File: config.mk
export PLATFORM = sky130hd
export DESIGN_NAME = spi_reg_top
export DESIGN_NICKNAME = d
export VERILOG_FILES = /design/src/verilog/spi_reg_pkg.sv /design/src/verilog/wb_bus_if.sv /design/src/verilog/spi_wb_bridge.sv /design/src/verilog/wb_addr_decoder.sv /design/src/verilog/sys_block.sv /design/src/verilog/ctrl_regs.sv /design/src/verilog/spi_reg_top.sv
export SDC_FILE = /design/constraint.sdc
export NUM_CORES = 1
export LEC_CHECK = 0
export ABC_AREA = 1
export BUFFER_PORTS_ARGS = -buffer_cell sky130_fd_sc_hd__buf_2
export CORE_UTILIZATION = 55
export CTS_BUF_LIST = sky130_fd_sc_hd__clkbuf_16
export DETAILED_ROUTE_END_ITERATION = 7
export PLACE_DENSITY = 0.75
export SYNTH_ARGS = -nofsm -noshare
export SYNTH_HDL_FRONTEND = slang
export SYNTH_SLANG_ARGS = --single-unit
export TNS_END_PERCENT = 50
File: constraint.sdc
create_clock -name sys_clk -period 6.5 [get_ports sys_clk]
set_clock_uncertainty 0.2 [all_clocks]
set_input_delay 1.625 -clock sys_clk [delete_from_list [all_inputs] [get_ports sys_clk]]
set_output_delay 1.625 -clock sys_clk [all_outputs]
set_load 0.02 [all_outputs]
File: src/verilog/spi_reg_pkg.sv
`default_nettype none

package spi_reg_pkg;

  // bus widths
  localparam int ADDR_W = 32;
  localparam int DATA_W = 32;

  // command byte, bit 7 selects a write
  typedef enum logic [7:0] {
    CMD_READ  = 8'h00,
    CMD_WRITE = 8'h80
  } spi_cmd_e;

  // system block window
  localparam logic [ADDR_W-1:0] SYS_BASE = 32'h0000_0000;
  localparam logic [ADDR_W-1:0] SYS_HIGH = 32'h0000_00FF;

  // general control register window
  localparam logic [ADDR_W-1:0] CTRL_BASE = 32'h0000_0100;
  localparam logic [ADDR_W-1:0] CTRL_HIGH = 32'h0000_01FF;

  // read data seen by the host when a cycle ends in err
  localparam logic [DATA_W-1:0] ERR_DATA = 32'hDEAD_BEEF;

endpackage

`default_nettype wire

File: src/verilog/wb_bus_if.sv
`default_nettype none

interface wb_bus_if;

  logic                            cyc;
  logic                            stb;
  logic                            we;
  logic [spi_reg_pkg::ADDR_W-1:0]  adr;
  logic [spi_reg_pkg::DATA_W-1:0]  dat_w;
  logic [spi_reg_pkg::DATA_W-1:0]  dat_r;
  logic                            ack;
  logic                            err;

  modport master (
    output cyc,
    output stb,
    output we,
    output adr,
    output dat_w,
    input  dat_r,
    input  ack,
    input  err
  );

  modport slave (
    input  cyc,
    input  stb,
    input  we,
    input  adr,
    input  dat_w,
    output dat_r,
    output ack,
    output err
  );

endinterface

`default_nettype wire

File: src/verilog/spi_wb_bridge.sv
`default_nettype none

module spi_wb_bridge (
  input  wire       sys_clk,
  input  wire       rst_i,
  input  wire       cs_n_i,
  input  wire       sclk_i,
  input  wire       mosi_i,
  output logic      miso_o,
  output logic      new_cmd_o,
  wb_bus_if.master  wb
);

  localparam int DATA_W = spi_reg_pkg::DATA_W;
  localparam int ADDR_W = spi_reg_pkg::ADDR_W;

  // 1 cmd byte, 4 address bytes, 4 data bytes
  localparam logic [6:0] FRAME_BITS = 7'd72;
  localparam logic [6:0] RESP_START = 7'd40;

  typedef enum logic [1:0] {
    IDLE,
    SHIFT,
    BUS,
    DONE
  } state_e;

  state_e                state_q;
  logic [1:0]            cs_q;
  logic [1:0]            sclk_q;
  logic                  mosi_q;
  logic [6:0]            bit_cnt_q;
  logic [71:0]           frame_q;
  logic [DATA_W-1:0]     resp_q;
  logic [DATA_W-1:0]     resp_sh_q;
  logic                  miso_q;
  logic                  cyc_q;
  logic                  stb_q;
  logic                  we_q;
  logic [ADDR_W-1:0]     adr_q;
  logic [DATA_W-1:0]     dat_w_q;
  logic                  rd_pend_q;
  spi_reg_pkg::spi_cmd_e cmd;
  logic                  cs_fall;
  logic                  cs_rise;
  logic                  sclk_rise;
  logic                  sclk_fall;
  logic                  shift_in;
  logic                  shift_out;

  assign cs_fall   = cs_q[1] & ~cs_q[0];
  assign cs_rise   = ~cs_q[1] & cs_q[0];
  assign sclk_rise = ~sclk_q[1] & sclk_q[0];
  assign sclk_fall = sclk_q[1] & ~sclk_q[0];

  assign shift_in  = (state_q == SHIFT) && !cs_rise && sclk_rise && (bit_cnt_q != FRAME_BITS);
  // response occupies the four data bytes
  assign shift_out = (state_q == SHIFT) && !cs_rise && sclk_fall &&
                     (bit_cnt_q >= RESP_START) && (bit_cnt_q < FRAME_BITS);

  // only bit 7 of the command byte matters
  assign cmd = frame_q[71] ? spi_reg_pkg::CMD_WRITE : spi_reg_pkg::CMD_READ;

  always_ff @(posedge sys_clk) begin
    if (rst_i) begin
      cs_q   <= 2'b11;
      sclk_q <= 2'b00;
    end else begin
      cs_q   <= {cs_q[0], cs_n_i};
      sclk_q <= {sclk_q[0], sclk_i};
    end
  end

  always_ff @(posedge sys_clk) begin
    if (rst_i) begin
      state_q   <= IDLE;
      bit_cnt_q <= '0;
      miso_q    <= 1'b0;
      cyc_q     <= 1'b0;
      stb_q     <= 1'b0;
      resp_q    <= '0;
      rd_pend_q <= 1'b0;
    end else begin
      case (state_q)
        IDLE: begin
          if (cs_fall) begin
            state_q   <= SHIFT;
            bit_cnt_q <= '0;
            miso_q    <= 1'b0;
          end
        end
        SHIFT: begin
          if (cs_rise) begin
            miso_q <= 1'b0;
            // short frames are dropped
            if (bit_cnt_q == FRAME_BITS) begin
              rd_pend_q <= 1'b0;
              // read-back slot only carries the response out
              if (rd_pend_q && cmd == spi_reg_pkg::CMD_READ) begin
                state_q <= IDLE;
              end else begin
                cyc_q   <= 1'b1;
                stb_q   <= 1'b1;
                state_q <= BUS;
              end
            end else begin
              state_q <= IDLE;
            end
          end else begin
            if (shift_in) begin
              bit_cnt_q <= bit_cnt_q + 7'd1;
            end
            if (shift_out) begin
              miso_q <= resp_sh_q[DATA_W-1];
            end
          end
        end
        BUS: begin
          if (wb.ack || wb.err) begin
            cyc_q     <= 1'b0;
            stb_q     <= 1'b0;
            state_q   <= DONE;
            rd_pend_q <= !we_q;
            if (wb.err) begin
              resp_q <= spi_reg_pkg::ERR_DATA;
            end else if (!we_q) begin
              resp_q <= wb.dat_r;
            end
          end
        end
        DONE: state_q <= IDLE;
        default: state_q <= IDLE;
      endcase
    end
  end

  always_ff @(posedge sys_clk) begin
    mosi_q <= mosi_i;
    if (shift_in) begin
      frame_q <= {frame_q[70:0], mosi_q};
    end
    if (state_q == IDLE && cs_fall) begin
      resp_sh_q <= resp_q;
    end else if (shift_out) begin
      resp_sh_q <= {resp_sh_q[DATA_W-2:0], 1'b0};
    end
    if (state_q == SHIFT && cs_rise) begin
      we_q    <= (cmd == spi_reg_pkg::CMD_WRITE);
      adr_q   <= frame_q[63:32];
      dat_w_q <= frame_q[31:0];
    end
  end

  assign wb.cyc   = cyc_q;
  assign wb.stb   = stb_q;
  assign wb.we    = we_q;
  assign wb.adr   = adr_q;
  assign wb.dat_w = dat_w_q;

  assign miso_o    = miso_q;
  assign new_cmd_o = (state_q == DONE);

endmodule

`default_nettype wire

File: src/verilog/wb_addr_decoder.sv
`default_nettype none

module wb_addr_decoder #(
  parameter int TIMEOUT = 64
) (
  input  wire       sys_clk,
  input  wire       rst_i,
  wb_bus_if.slave   m,
  wb_bus_if.master  sys_s,
  wb_bus_if.master  ctrl_s
);

  localparam int CNT_W = $clog2(TIMEOUT + 1);

  logic             sys_hit;
  logic             ctrl_hit;
  logic             any_hit;
  logic             slv_ack;
  logic             slv_err;
  logic             err_q;
  logic [CNT_W-1:0] to_cnt_q;

  assign sys_hit  = (m.adr >= spi_reg_pkg::SYS_BASE) && (m.adr <= spi_reg_pkg::SYS_HIGH);
  assign ctrl_hit = (m.adr >= spi_reg_pkg::CTRL_BASE) && (m.adr <= spi_reg_pkg::CTRL_HIGH);
  assign any_hit  = sys_hit | ctrl_hit;

  // the timeout err drops the cycle at the slave
  assign sys_s.cyc    = m.cyc & sys_hit & ~err_q;
  assign sys_s.stb    = m.stb & sys_hit & ~err_q;
  assign sys_s.we     = m.we;
  assign sys_s.adr    = m.adr;
  assign sys_s.dat_w  = m.dat_w;

  assign ctrl_s.cyc   = m.cyc & ctrl_hit & ~err_q;
  assign ctrl_s.stb   = m.stb & ctrl_hit & ~err_q;
  assign ctrl_s.we    = m.we;
  assign ctrl_s.adr   = m.adr;
  assign ctrl_s.dat_w = m.dat_w;

  assign slv_ack = (sys_hit & sys_s.ack) | (ctrl_hit & ctrl_s.ack);
  assign slv_err = (sys_hit & sys_s.err) | (ctrl_hit & ctrl_s.err);

  always_comb begin
    if (sys_hit) begin
      m.dat_r = sys_s.dat_r;
    end else if (ctrl_hit) begin
      m.dat_r = ctrl_s.dat_r;
    end else begin
      m.dat_r = '0;
    end
  end

  assign m.ack = slv_ack & ~err_q;
  assign m.err = err_q | slv_err;

  // unmapped address or no ack in time
  always_ff @(posedge sys_clk) begin
    if (rst_i) begin
      err_q    <= 1'b0;
      to_cnt_q <= '0;
    end else begin
      err_q <= 1'b0;
      if (m.cyc && m.stb && !err_q && !slv_ack) begin
        if (!any_hit) begin
          err_q <= 1'b1;
        end else if (to_cnt_q == CNT_W'(TIMEOUT - 1)) begin
          err_q    <= 1'b1;
          to_cnt_q <= '0;
        end else begin
          to_cnt_q <= to_cnt_q + 1'b1;
        end
      end else begin
        to_cnt_q <= '0;
      end
    end
  end

endmodule

`default_nettype wire

File: src/verilog/sys_block.sv
`default_nettype none

module sys_block #(
  parameter logic [7:0] BOARD_ID = 8'd12,
  parameter logic [7:0] REV_MAJ  = 8'd1,
  parameter logic [7:0] REV_MIN  = 8'd0
) (
  input  wire      sys_clk,
  input  wire      rst_i,
  wb_bus_if.slave  wb
);

  localparam int DATA_W = spi_reg_pkg::DATA_W;

  logic              req;
  logic              ack_q;
  logic [DATA_W-1:0] dat_r_q;
  logic [DATA_W-1:0] scratch_q;
  logic [DATA_W-1:0] uptime_q;

  assign req = wb.cyc & wb.stb & ~ack_q;

  always_ff @(posedge sys_clk) begin
    if (rst_i) begin
      ack_q     <= 1'b0;
      scratch_q <= '0;
      uptime_q  <= '0;
    end else begin
      ack_q    <= req;
      uptime_q <= uptime_q + 1'b1;
      // only the scratch word takes writes
      if (req && wb.we && wb.adr[7:2] == 6'd1) begin
        scratch_q <= wb.dat_w;
      end
    end
  end

  always_ff @(posedge sys_clk) begin
    if (req) begin
      case (wb.adr[7:2])
        6'd0:    dat_r_q <= {BOARD_ID, REV_MAJ, REV_MIN, 8'h00};
        6'd1:    dat_r_q <= scratch_q;
        6'd2:    dat_r_q <= uptime_q;
        default: dat_r_q <= '0;
      endcase
    end
  end

  assign wb.ack   = ack_q;
  assign wb.dat_r = dat_r_q;
  assign wb.err   = 1'b0;

endmodule

`default_nettype wire

File: src/verilog/ctrl_regs.sv
`default_nettype none

module ctrl_regs (
  input  wire      sys_clk,
  input  wire      rst_i,
  wb_bus_if.slave  wb
);

  localparam int DATA_W = spi_reg_pkg::DATA_W;

  logic              req;
  logic              ack_q;
  logic [1:0]        idx;
  logic [DATA_W-1:0] regs_q [4];
  logic [DATA_W-1:0] dat_r_q;

  assign req = wb.cyc & wb.stb & ~ack_q;
  // word index, aliases every 16 bytes
  assign idx = wb.adr[3:2];

  always_ff @(posedge sys_clk) begin
    if (rst_i) begin
      ack_q <= 1'b0;
      for (int i = 0; i < 4; i++) begin
        regs_q[i] <= '0;
      end
    end else begin
      ack_q <= req;
      if (req && wb.we) begin
        regs_q[idx] <= wb.dat_w;
      end
    end
  end

  always_ff @(posedge sys_clk) begin
    if (req) begin
      dat_r_q <= regs_q[idx];
    end
  end

  assign wb.ack   = ack_q;
  assign wb.dat_r = dat_r_q;
  assign wb.err   = 1'b0;

endmodule

`default_nettype wire

File: src/verilog/spi_reg_top.sv
`default_nettype none

module spi_reg_top #(
  parameter logic [7:0] BOARD_ID = 8'd12,
  parameter logic [7:0] REV_MAJ  = 8'd1,
  parameter logic [7:0] REV_MIN  = 8'd0,
  parameter int         TIMEOUT  = 64
) (
  input  wire  sys_clk,
  input  wire  reset_i,
  input  wire  cs_n_i,
  input  wire  sclk_i,
  input  wire  mosi_i,
  output logic miso_o,
  output logic new_cmd_o
);

  logic [1:0] rst_q;
  logic       rst;

  // two flops on the external reset
  always_ff @(posedge sys_clk) begin
    rst_q <= {rst_q[0], reset_i};
  end

  assign rst = rst_q[1];

  wb_bus_if m_bus ();
  wb_bus_if s_sys ();
  wb_bus_if s_ctrl ();

  spi_wb_bridge u_bridge (
    .sys_clk   (sys_clk),
    .rst_i     (rst),
    .cs_n_i    (cs_n_i),
    .sclk_i    (sclk_i),
    .mosi_i    (mosi_i),
    .miso_o    (miso_o),
    .new_cmd_o (new_cmd_o),
    .wb        (m_bus.master)
  );

  wb_addr_decoder #(
    .TIMEOUT (TIMEOUT)
  ) u_decoder (
    .sys_clk (sys_clk),
    .rst_i   (rst),
    .m       (m_bus.slave),
    .sys_s   (s_sys.master),
    .ctrl_s  (s_ctrl.master)
  );

  sys_block #(
    .BOARD_ID (BOARD_ID),
    .REV_MAJ  (REV_MAJ),
    .REV_MIN  (REV_MIN)
  ) u_sys (
    .sys_clk (sys_clk),
    .rst_i   (rst),
    .wb      (s_sys.slave)
  );

  ctrl_regs u_ctrl (
    .sys_clk (sys_clk),
    .rst_i   (rst),
    .wb      (s_ctrl.slave)
  );

endmodule

`default_nettype wire

Word-level counts from Yosys, hierarchy flattened
Memories as Yosys holds them, arrays and structs flattened. A register that Yosys moved wholly into a read port is not among the register bits.
Cells that the tools add are included.
{ "op_classes": {"add_sub_neg": 3, "magnitude_cmp": 6, "eq_ne": 18, "n_mux": 42, "bitwise": 23, "reduce_logical": 35} }
{ "op_table": {"columns": ["op", "count"], "rows": [
  ["32-bit 2-to-1 mux", 7],
  ["32-bit one-hot mux with 3 select lines", 1],
  ["32-bit by 1-bit adder with 32-bit output, second input constant", 1],
  ["32-bit by 1-bit greater-or-equal comparator with 1-bit output, second input constant", 1],
  ["32-bit by 9-bit greater-or-equal comparator with 1-bit output, second input constant", 1],
  ["32-bit by 8-bit <= comparator with 1-bit output, second input constant", 1],
  ["32-bit by 9-bit <= comparator with 1-bit output, second input constant", 1],
  ["32-bit OR reduction", 1],
  ["7-bit 2-to-1 mux", 4],
  ["1-bit 2-to-1 mux", 18],
  ["1-bit logical AND", 16],
  ["7-bit by 1-bit adder with 7-bit output, second input constant", 2],
  ["7-bit one-hot mux with 2 select lines", 1],
  ["1-bit bitwise AND", 13],
  ["2-bit 2-to-1 mux", 6],
  ["2-bit by 1-bit inequality test with 1-bit output, second input constant", 5],
  ["3-bit AND reduction", 3],
  ["8-bit == test, second input constant", 1],
  ["8-bit logical NOT", 1],
  ["8-bit 2-to-1 mux", 1],
  ["1-bit NOT", 8],
  ["2-bit one-hot mux with 4 select lines", 1],
  ["4-bit AND reduction", 2],
  ["7-bit by 6-bit == test with 1-bit output, second input constant", 1],
  ["19 further kinds", 30]
]} }
{ "totals": {"register_bits": 326, "ramBits": 128, "input_bits": 5, "out_inout_bits": 2, "wordCells": 150, "mem_count": 1} }
{ "memory_table": {"columns": ["memory", "depth", "width", "rd", "rd_ports_with_merged_regs", "wr", "line", "rtl"], "rows": [
  ["u_ctrl.regs_q", 4, 32, 1, 1, 4, "ctrl_regs.sv:14", "logic [DATA_W-1:0] regs_q [4];"]
]} }

Depth between registers and ports, before layout
{ "logic_depth": {"depth_word": 11, "depth_mapped": 13} }

By module
From an unflattened synthesis, not the netlist that was laid out.
{ "unflattened": {"cells_unflattened": 1903, "area_unflattened_um2": 20986.4} }
{ "modules_own_cells": {"columns": ["mod", "n_inst", "cells_each", "area_per_inst_um2", "seq_area_each_um2"], "rows": [
  ["spi_wb_bridge", 1, 496, 7782.5, 6055.8],
  ["ctrl_regs", 1, 537, 6648.9, 4824.6],
  ["sys_block", 1, 530, 4317.9, 2262.2],
  ["wb_addr_decoder", 1, 338, 2197.1, 160.2],
  ["spi_reg_top", 1, 2, 40.0, 40.0]
]} }

Worst setup path before layout
No wires, ideal clock.
{ "synth_timing": {"path_type": "reg-to-reg", "from": "reg u_bridge.adr_q[20], in the netlist u_bridge.wb.adr[20]", "to": "reg u_sys.scratch_q[10]", "setup_time_ns": 0.113, "arrival_ns": 3.060, "path_slack_ns": 3.127, "stages_incl_launch_ff": 12, "path_buffers": 1, "path_cell_list": "edfxtp_1 nor2_1 nand2_1 nor2_4 nand2_2 nor2_4 nand2_2 nor3_2 nand2_2 clkbuf_1 nor2_1 nor2_1"} }
{ "synth_via": {"elab_chain_cells": 7, "word_cells_on_any_way": 8} }
{ "synth_lines": {"columns": ["element", "line", "rtl"], "rows": [
  ["start: declaration", "spi_wb_bridge.sv:40", "logic [ADDR_W-1:0] adr_q;"],
  ["start signal: assignment", "spi_wb_bridge.sv:149", "adr_q <= frame_q[63:32];"],
  ["32-bit by 1-bit greater-or-equal comparator with 1-bit output / 32-bit by 8-bit <= comparator with 1-bit output (equally long branches)", "wb_addr_decoder.sv:23", "assign sys_hit = (m.adr >= spi_reg_pkg::SYS_BASE) && (m.adr <= spi_reg_pkg::SYS_HIGH);"],
  ["1-bit logical AND (*)", "wb_addr_decoder.sv:23", null],
  ["1-bit bitwise AND (*) (2 in series)", "wb_addr_decoder.sv:28", "assign sys_s.cyc = m.cyc & sys_hit & ~err_q;"],
  ["1-bit bitwise AND (*)", "sys_block.sv:21", "assign req = wb.cyc & wb.stb & ~ack_q;"],
  ["via u_sys.req", "sys_block.sv:15", "logic req;"],
  ["1-bit logical AND (*) (2 in series)", "sys_block.sv:32", "if (req && wb.we && wb.adr[7:2] == 6'd1) begin"],
  ["end signal: assignment", "sys_block.sv:33", "scratch_q <= wb.dat_w;"],
  ["end: declaration", "sys_block.sv:18", "logic [DATA_W-1:0] scratch_q;"]
]} }
The timed path passes the listed nets; every way through them passes the cells marked *.
A chain may end at the register's enable or synchronous reset.

Worst setup path after layout
{ "layout_timing": {"from": "reg u_bridge.adr_q[8], in the netlist u_bridge.wb.adr[8]", "to": "reg u_bridge.resp_q[9]"} }
{ "layout_via": {"elab_chain_cells": 7, "word_cells_on_any_way": 16} }
{ "layout_lines": {"columns": ["element", "line", "rtl"], "rows": [
  ["32-bit by 1-bit greater-or-equal comparator with 1-bit output, or another cell as far along", "wb_addr_decoder.sv:23", null],
  ["1-bit logical AND, on equally long branches", "wb_addr_decoder.sv:23, wb_addr_decoder.sv:24", null],
  ["1-bit bitwise AND", "wb_addr_decoder.sv:40", "assign slv_ack = (sys_hit & sys_s.ack) | (ctrl_hit & ctrl_s.ack);"],
  ["1-bit OR", "wb_addr_decoder.sv:40", null],
  ["1-bit bitwise AND", "wb_addr_decoder.sv:53", "assign m.ack = slv_ack & ~err_q;"],
  ["1-bit logical OR", "spi_wb_bridge.sv:119", "if (wb.ack || wb.err) begin"],
  ["3-bit AND reduction (no line)", null, null],
  ["end signal: assignment", "spi_wb_bridge.sv:125", "resp_q <= spi_reg_pkg::ERR_DATA;"],
  ["end signal: assignment", "spi_wb_bridge.sv:127", "resp_q <= wb.dat_r;"],
  ["end: declaration", "spi_wb_bridge.sv:34", "logic [DATA_W-1:0] resp_q;"]
]} }
Parallel ways exist; a longest one is shown, timed or not. The select of a mux whose other input is x is not followed.

==> reports/metrics.cfg <==
[run_status]
status=completed

[sta]
finalHoldViolCount=0
max_slew_margin=0.2273
setup_violations=0
max_freq_ghz=0.2528
setup_tns_ns=0
tightest_slew_ns=1.155
grt_setup_unrepaired=no
fin_crit_ns=3.956
slew_viol_final=0
post-route-period-util=0.6086

[grt]
grt_use_met3=0.03336
use_met2=0.3801
use_met1=0.3295
grt_pass1_wl_um=66560
grt_max_degree=85
grt_pass1_vias=12260
grt-ovfl-total=0
grt_usage=0.2426
grt_antenna_before_repair=0
top_usage_layer=met2

[clock_tree]
cts_buffers=48
clk_pin_slew_ns=0.06
cts_root_buffer=clkbuf_16
ctsHoldBuffers=0
clock-sinks=484
cts_buffer_depth=3
clkLatencyLatePin_ns=0.55
htree_levels=2
tritoncts=yes
post_cts_buffers=0
post_cts_resized=0

[synth]
yosys.area_share.simple=0.1960
synthesis.nets=1785
synth_area_leader_cell=edfxtp_1
synth_compound_area_frac=0.05652
syn-cell-area_mm2=0.01924
synthAdderAreaFrac=0.002601
syn_avg_cell_area_um2=10.83
synth_xor_xnor_area_share=0.004097
synth_warnings=0
yosys.cell_types.count=35
synth_top_area_frac=0.5604
synthTopCellsByArea=edfxtp_1 (56%), dfxtp_1 (13%), nand2_1 (6.6%)
synth_top_family_by_area=simple AND/OR/NAND/NOR gates
synthMuxAreaShare=0
synth_cells=1776
ys_seq_area_frac=0.6904
ys_ff_latch=484

[worst_setup_path]
r2r_start=u_bridge.wb.adr[8]$_DFFE_PP_
end_kind=register
crit_fanout=36
r2r_slack_ns=2.54
arrival_ns=4.16
r2r-end=u_bridge.resp_q[9]$_SDFFE_PP0P_
cp.required_ns=6.71
critPathKind=reg2reg
critical_path.startpoint_type=register
r2r_cells=10

[place]
hpwl_um=27330
io_buffers=6
gp_congestion=0.8941

[floorplanning]
fp.coreArea_mm2=0.03446
die_w_um=189.0
die_area_mm2=0.03573
fp.dieH_um=189.0
rows=68
start_util=0.5583
io_pins=7

[power]
vdd_drop_max_mv=0.2405
p_leak_nw=7.462
p_per_area_mw_per_mm2=303.5

[cells_and_area]
final_util=0.6136
layout-drive-gt1-share=0.08038
num-nets-final=1776
seq_area_mm2=0.01328
n_fill_cell=2676
multi_input_area_mm2=0.005011
diodes=0
area_delta_synth_final_pct=9.899

[min_path]
hold_start=rst_q[0]$_DFF_P_
min_path_type=reg2reg
hold_path_end=rst_q[1]$_DFF_P_
min_path_cells=0

[detailed_routing]
drt_first_pass_iters=6
wire_per_inst_um=18.98
drtIter0Drc=1385
vias=12870
drc=0
wirelength_um=42870
vias_per_cell=5.695
postRouteAntennaNets=0

[job]
cap_viol_max_count=0

[power by group]
part / leakage, nW / switching [mW] / internal, mW / total, mW
Clock: 0.772 / 1.11 / 1.52 / 2.63
Sequential: 4.13 / 0.0502 / 3.44 / 3.49
Combinational: 2.56 / 0.220 / 0.0746 / 0.295
Total: 7.46 / 1.38 / 5.03 / 6.42
[per-layer routing]
metal / share of wire / wire, µm / vias to the layer above
li1: - / - / 6101
met1: 0.41 / 17680 / 6130
met2: 0.46 / 19930 / 508
met3: 0.069 / 2956 / 126
met4: 0.054 / 2307 / 0
met5: 0 / 0 / -
[sequential cells by signal, summed over array words and instances (netlist names), 30 cells and up, named ones only]
| name | cells |
|---|---|
| u_bridge.wb.adr | 30 |
| u_sys.uptime_q | 32 |
| u_sys.wb.dat_r | 32 |
| u_ctrl.regs_q | 128 |
| u_bridge.wb.dat_w | 32 |
| u_ctrl.wb.dat_r | 32 |
| u_sys.scratch_q | 32 |
| u_bridge.frame_q | 72 |
| u_bridge.resp_sh_q | 32 |
| u_bridge.resp_q | 32 |
[cell type report]
class	instances	area share
tap	455	0.02693
inverter	162	0.02876
clock inverter	38	0.01249
sequential	484	0.6283
multi-input combinational	1045	0.2370
timing repair buffer	26	0.008522
clock buffer	49	0.05800
[metrics by stage]
| step | total power, mW | instance area (µm²) | setup slack (ns) | instances | hold slack (ns) |
|---|---|---|---|---|---|
| finish | 6.416 | 21140 | 2.544 | 2259 | 0.1279 |
| global placement | 3.833 | 19650 | 2.702 | 2172 | 0.1107 |
| detailed placement | 3.851 | 19650 | 2.686 | 2172 | 0.1142 |
| global route | 6.614 | 21140 | 2.276 | 2259 | 0.1293 |
| floorplan | 3.751 | 19240 | 3.127 | 1776 | 0.1096 |
| CTS | 6.458 | 21140 | 2.668 | 2259 | 0.1276 |
[cells in the final DEF, fill, tap and decap left out, types with 17 or more instances in the layout]
cell type,instances
a21oi_1,64
a22oi_1,59
buf_4,20
clkbuf_16,49
clkinv_1,17
dfxtp_1,124
edfxtp_1,359
inv_1,164
nand2_1,335
nand3_1,138
nand4_1,34
nor2_1,194
nor2_2,34
nor3_1,95
o21ai_0,23
o22ai_1,26
[synthesized netlist by cell type (all sizes together)]
| cell | count |
|---|---|
| clkbuf | 59 |
| dfxtp | 125 |
| o21a | 1 |
| a21oi | 65 |
| xor2 | 9 |
| o22ai | 26 |
| nor3b | 3 |
| nand3 | 139 |
| or2 | 4 |
| ha | 4 |
| nor4 | 3 |
| edfxtp | 359 |
| buf | 26 |
| o221ai | 3 |
| nand4 | 34 |
| o21ai | 23 |
| nor2 | 230 |
| inv | 158 |
| nor3 | 97 |
| nand3b | 3 |
| clkinv | 4 |
| a22oi | 59 |
| nand2 | 340 |
| and3 | 1 |
| o211ai | 1 |
[worst max-delay path, cell delays in order, from the launching register on]
cell      delay [ns]
edfxtp_1        0.42
buf_4           0.28
inv_1           0.58
nand3_1         0.18
nor2_2          0.37
nand4_1         0.32
nand3_1         0.17
buf_4           0.34
nand2_1         0.60
nand2_1         0.23
a21oi_1         0.09
[cells by family after synthesis]
kind of cell             Yosys count
adder cells (fa/ha/maj)            4
buffers and inverters            247
AND/OR/NAND/NOR                  854
XOR/XNOR                           9
AO/OA/AOI/OAI                    178
flip-flops                       484
[how the worst max path moves through the flow]
stage	from	end	slack (ns)
final	u_bridge.wb.adr[8]$_DFFE_PP_	u_bridge.resp_q[9]$_SDFFE_PP0P_	2.54
after detailed placement	u_bridge.wb.adr[8]$_DFFE_PP_	u_bridge.resp_q[9]$_SDFFE_PP0P_	2.69
after global placement	u_bridge.wb.adr[8]$_DFFE_PP_	u_bridge.resp_q[29]$_SDFFE_PP0P_	2.70
after floorplan	u_bridge.wb.adr[20]$_DFFE_PP_	u_sys.scratch_q[10]$_SDFFE_PP0P_	3.13
after global routing	u_bridge.wb.adr[8]$_DFFE_PP_	u_bridge.resp_q[8]$_SDFFE_PP0P_	2.28
after CTS	u_bridge.wb.adr[23]$_DFFE_PP_	u_sys.scratch_q[6]$_SDFFE_PP0P_	2.67
Power figures use the tool's default switching activity.
